`config.mk`:
```
export PLATFORM = sky130hd
export DESIGN_NAME = sram_1r1w_flat
export DESIGN_NICKNAME = d
export VERILOG_FILES = /design/src/design/mport_pkg.sv /design/src/design/bank_if.sv /design/src/design/sram_1r1w.sv /design/src/flat_wrapper.sv
export SDC_FILE = /design/constraint.sdc
export NUM_CORES = 1
export LEC_CHECK = 0
export BUFFER_PORTS_ARGS = -buffer_cell sky130_fd_sc_hd__buf_2
export CORE_MARGIN = 2
export CORE_UTILIZATION = 65
export CTS_CLUSTER_DIAMETER = 40
export DETAILED_ROUTE_END_ITERATION = 12
export PLACE_DENSITY = 0.8
export SYNTH_ARGS = -nofsm -noshare
export SYNTH_HDL_FRONTEND = slang
export SYNTH_SLANG_ARGS = --single-unit
```
`constraint.sdc`:
```
create_clock -name clk -period 6.09 [get_ports clk]
set_clock_uncertainty 0.05 [all_clocks]
set_input_delay 1.218 -clock clk [delete_from_list [all_inputs] [get_ports clk]]
set_output_delay 1.218 -clock clk [all_outputs]
set_load 0.005 [all_outputs]
```
`src/design/mport_pkg.sv`:
```
package mport_pkg;

  // data and array geometry
  localparam int WORD_W   = 16;
  localparam int NUM_VBNK = 8;
  localparam int BANK_W   = 3;
  localparam int NUM_VROW = 64;
  localparam int ROW_W    = 6;
  localparam int ADDR_W   = BANK_W + ROW_W;

  localparam int NUM_RPORT = 2;

  // the bank array takes two cycles and the output register adds one
  localparam int SRAM_DELAY   = 2;
  localparam int READ_LATENCY = SRAM_DELAY + 1;

  typedef logic [WORD_W-1:0] word_t;

  // upper BANK_W bits select the bank, lower ROW_W bits the row
  typedef logic [ADDR_W-1:0] addr_t;

  typedef logic [ROW_W-1:0] row_t;
  typedef logic [BANK_W-1:0] bank_t;

  typedef enum logic {
    st_clear,
    st_run
  } init_state_t;

endpackage

```
`src/design/bank_if.sv`:
```
`timescale 1ns/10ps

interface bank_if;
  import mport_pkg::*;

  logic  rd_en;
  row_t  rd_row;
  logic  wr_en;
  row_t  wr_row;
  word_t wr_data;
  word_t rd_data;

  // read requests come from the scheduler
  modport issue (output rd_en, output rd_row);

  // writes come from the write path, both init clear and normal writes
  modport fill (output wr_en, output wr_row, output wr_data);

  modport mem (
    input  rd_en, rd_row, wr_en, wr_row, wr_data,
    output rd_data
  );

  modport sink (input rd_data);

endinterface

```
`src/design/sram_1r1w.sv`:
```
`timescale 1ns/10ps

module sram_1r1w (
  input logic clk,
  input logic rst,
  bank_if.mem port
);
  import mport_pkg::*;

  word_t mem [NUM_VROW];
  logic  rd_en_q;
  row_t  rd_row_q;

  // a write lands at the edge, so a read issued next cycle sees it
  always_ff @(posedge clk) begin
    if (port.wr_en) begin
      mem[port.wr_row] <= port.wr_data;
    end
  end

  always_ff @(posedge clk) begin
    if (rst) begin
      rd_en_q <= 1'b0;
    end else begin
      rd_en_q <= port.rd_en;
    end
  end

  // first stage holds the row, second stage holds the word
  always_ff @(posedge clk) begin
    if (port.rd_en) begin
      rd_row_q <= port.rd_row;
    end
    if (rd_en_q) begin
      port.rd_data <= mem[rd_row_q];
    end
  end

endmodule

```
`src/flat_wrapper.sv`:
```
// flat-port wrapper written by rule: the top's interface ports become plain ports
module sram_1r1w_flat import mport_pkg::*;
  (clk, rst, port_rd_en, port_rd_row, port_wr_en, port_wr_row, port_wr_data, port_rd_data);
  bank_if port_i ();
  input logic clk;
  input logic rst;
  input wire logic [$bits(port_i.rd_en)-1:0] port_rd_en;
  input wire logic [$bits(port_i.rd_row)-1:0] port_rd_row;
  input wire logic [$bits(port_i.wr_en)-1:0] port_wr_en;
  input wire logic [$bits(port_i.wr_row)-1:0] port_wr_row;
  input wire logic [$bits(port_i.wr_data)-1:0] port_wr_data;
  output wire logic [$bits(port_i.rd_data)-1:0] port_rd_data;
  assign port_i.rd_en = port_rd_en;
  assign port_i.rd_row = port_rd_row;
  assign port_i.wr_en = port_wr_en;
  assign port_i.wr_row = port_wr_row;
  assign port_i.wr_data = port_wr_data;
  assign port_rd_data = port_i.rd_data;
  sram_1r1w u_core (.clk(clk), .rst(rst), .port(port_i));
endmodule
```
; Yosys cells after proc, flatten, opt, wreduce, memory -nomap -nowiden
; Memory sizes are Yosys's and may differ from the RTL's. A register that Yosys moved wholly into a read port is not among the register bits.
; Cells that the tools add are included.
[op_classes]
n_mux = 2
[op_table]
columns = cell, n
row1 = $mux W1, 2
[word_totals]
regBits = 7
ramBits = 1024
output_inout_bits = 16
n_memories = 1
[mem_list]
columns = memory, depth, word_bits, read_ports, rd_ports_with_merged_regs, wr, line
row1 = u_core.mem, 64, 16, 1, 1, 1, sram_1r1w.sv:10  ; word_t mem [NUM_VROW];

; Logic depth before layout (Yosys ltp)
[logic_depth]
ltp_word = 2
mapped_depth = 10
mapped_depth_nobuf = 5

; Worst setup path after synthesis
; OpenSTA, ideal clock, no wires.
[synth_timing]
path_type = input to register
startpoint = in port_wr_row[3]
endpoint = mem u_core.mem[48][0] (netlist bit) (enable)
setup_time_ps = 409
t_arrival_ps = 2874
slack_ps = 2756
stages = 4
n_path_buf = 1
path_cell_list = clkbuf_1 nor2b_1 nand4b_1 nor3_1
[synth_lines]
columns = element, line
row1 = "start, declared", flat_wrapper.sv:10  ; input wire logic [$bits(port_i.wr_row)-1:0] port_wr_row;
row2 = "end, declared", sram_1r1w.sv:10
; Straight into the memory's write port.

==> impl_metrics.yaml <==
hold_path:
  hold_class: "in2reg"
sta:
  setup_viol: 0
  rsz0062_at_grt: "no"
  fin_crit_sh: 0.588
  final_hold_viol_count: 0
  clock.fmax_ghz: 0.279
  fin_tns_setup_ns: 0
  final_max_slew_viol_count: 0
  finalCriticalPeriod_ns: 3.58
  worst_pin_slew_ns: 1.37
  relSlewSlack: 0.0854
  timing.final.ws_setup_ns: 2.51
logic_synthesis:
  synthArstFlopShare: 0
  yosys.area_share.simple: 0.0189
  synth_nets: 1780
  netlist_instances: 1748
  synth-compound-area-share: 0.0254
  seq_area_frac_synth: 0.783
  synthesis.area_um2: 40100
  syn_area_per_cell_um2: 23.0
  ys_ff_latch: 1047
  synth-xor-area-share: 0
  synthFlopType: "edfxtp_1"
  synthMuxAreaShare: 0.156
  synth_edf_count: 1046
  ys_types: 38
  yosysWarnings: 0
  synthAdderAreaFrac: 0
  synth_top_family_by_area: "multiplexers"
die:
  rows: 91
  die_w_um: 252
  core_area_um2: 61400
  dieArea_um2: 63700
  initial_core_util: 0.654
  ios: 48
  fp.dieH_um: 252
critical_path:
  critPathRequiredTime_ns: 6.44
  crit_fanout: 106
  critPathLaunchType: "flip-flop"
  critical_path.max_stage_delay_ns: 0.72
  path_buf_inv: 1
  arrival_ns: 3.93
  critPathKind: "reg2reg"
  crit_family: "compound AO/OA/AOI/OAI gates"
  worstPathCellList: "buf_12 > mux4_2 > a22oi_1 > nand2_1 > a21oi_1 > o311ai_1"
  slowest_stage: "edfxtp_1"
  cp-end-kind: "flip-flop"
global_routing:
  grt_pass1_vias: 20200
  grt_pass1_wl_um: 141000
  antenna_found_initial: 7
  grt_start_max_net_pins: 148
  gr-total-overflow: 0
  gr-usage-all-layers: 0.313
final_layout:
  fin_nets: 1926
  drive_above_1_share: 0.289
  fill_cells: 3062
  area_growth_pct: 12.8
pwr:
  p_leak_nw: 14.4
  powerDensity_nw_per_um2: 355
  ir_worst_vdd_uv: 278
  total_power_mw: 16.1
routing:
  firstDrtPassIters: 6
  wl_per_cell_um: 35.1
  wl_met1_um: 34300
  num_vias: 20100
  drtIter0Drc: 2936
  highest_layer: "met5"
  wirelength_um: 97800
  wl_met3_um: 11600
  drtAntennaViolNets: 0
  avgViaCountPerCell: 7.20
  wl_met2_um: 48400
  drc: 0
run_status:
  status: "completed"
clock_tree:
  cts_tree: "yes"
  cts_made_buffers: 115
  cts.clk_slew.worst_paths_ns: 0.06
  cts_setup_buffers: 0
  postCtsHoldBufs: 0
  cts_root_buf: "clkbuf_16"
  numClockSinks: 1047
  h-tree-depth: 3
  cts_resized: 0
  clock_path_buffers: 3
  clk_latency_ns: 0.70
placed_design:
  gp_congestion: 0.852
  pre_cts_ws_ns: 2.57
  dp_hpwl_um: 49200
  io_buffers: 47
run:
  maxCapViolCount: 0
[final cells by class]
cell class	instances	area, um^2	area share
diodes	3	7.51	0.000166
clock buffers	125	2930	0.0646
clock inverters	91	982	0.0217
multi-input cells	604	8070	0.178
flip-flops and latches	1047	31400	0.694
well taps	790	988	0.0218
repair buffers	126	866	0.0191
[worst reg2reg max path, stage by stage (launching register included)]
cell and delay (ns):
edfxtp_1 0.72, buf_12 0.66, mux4_2 0.80, a22oi_1 0.26, nand2_1 0.11, a21oi_1 0.48, o311ai_1 0.22
[synthesized netlist by cell type, types with 16 or more instances]
cell      instances  share of area
a21oi_1          20         0.0025
a22oi_1          49         0.0092
buf_2            22         0.0027
buf_4            18         0.0034
buf_6            18         0.0051
clkbuf_1         26         0.0024
edfxtp_1       1046           0.78
mux2_2           18         0.0051
mux2i_1          33         0.0082
mux4_2          241           0.14
nand2_1          23         0.0022
nor2_1           70         0.0065
nor2b_1          22         0.0034
o22ai_1          16         0.0025
[sequential cells by signal (all words and copies together), names as in the netlist]
signal	count
u_core.rd_en_q	1
u_core.mem	1024
u_core.rd_row_q	6
u_core.port.rd_data	16
[through the flow]
step / util / instances / hold slack, ns / area (um^2)
after floorplan: - / 1748 / 0.633 / 40100
after global placement: 0.674 / 2567 / 0.841 / 41400
after detailed placement: 0.674 / 2567 / 0.881 / 41400
after CTS: 0.738 / 2783 / 0.622 / 45300
after global routing: 0.738 / 2783 / 0.633 / 45300
final: 0.738 / 2786 / 0.644 / 45300
[power by group]
part	switching (mW)	internal, mW
clock network	2.93	4.15
logic	0.570	0.353
registers	0.0418	8.00
[layer usage]
layer / up-vias / global-route usage
met1: 10400 / 0.433
met3: 221 / 0.0826
met4: 12 / 0.106
li1: 7796 / -
met5: - / 0
met2: 1614 / 0.497
[path summary, 6_finish.rpt]
check / start / to / slack [ns] / depth (start not counted)
setup reg to reg: u_core.rd_row_q[0] / u_core.port.rd_data[8] / 2.51 / 6
hold reg to reg: u_core.mem[8][7] / u_core.port.rd_data[7] / 0.89 / 5
hold / removal: rst / u_core.rd_en_q / 0.64 / 2
setup / recovery: u_core.rd_row_q[0] / u_core.port.rd_data[8] / 2.51 / 6
[cell usage in the layout, fill, tap and decap left out, types with 15 or more instances in the layout]
| cell | synthesis | final |
|---|---|---|
| mux2_2 | 18 | 18 |
| clkinv_1 | 0 | 20 |
| a22oi_1 | 49 | 49 |
| mux4_2 | 241 | 241 |
| nor2b_1 | 22 | 21 |
| clkinv_2 | 0 | 22 |
| o22ai_1 | 16 | 16 |
| buf_4 | 18 | 76 |
| clkbuf_16 | 0 | 115 |
| buf_2 | 22 | 47 |
| bufinv_16 | 0 | 15 |
| a21oi_1 | 20 | 20 |
| nand2_1 | 23 | 23 |
| mux2i_1 | 33 | 33 |
| nor2_1 | 70 | 70 |
| edfxtp_1 | 1046 | 1046 |
[logic make-up after synthesis]
group	count (synthesis)
muxes	304
AOI/OAI and AO/OA	140
and+or+nand+nor	160
buffers and inverters	97
DFF	1047
No activity file was read; power rests on OpenSTA's default activity.
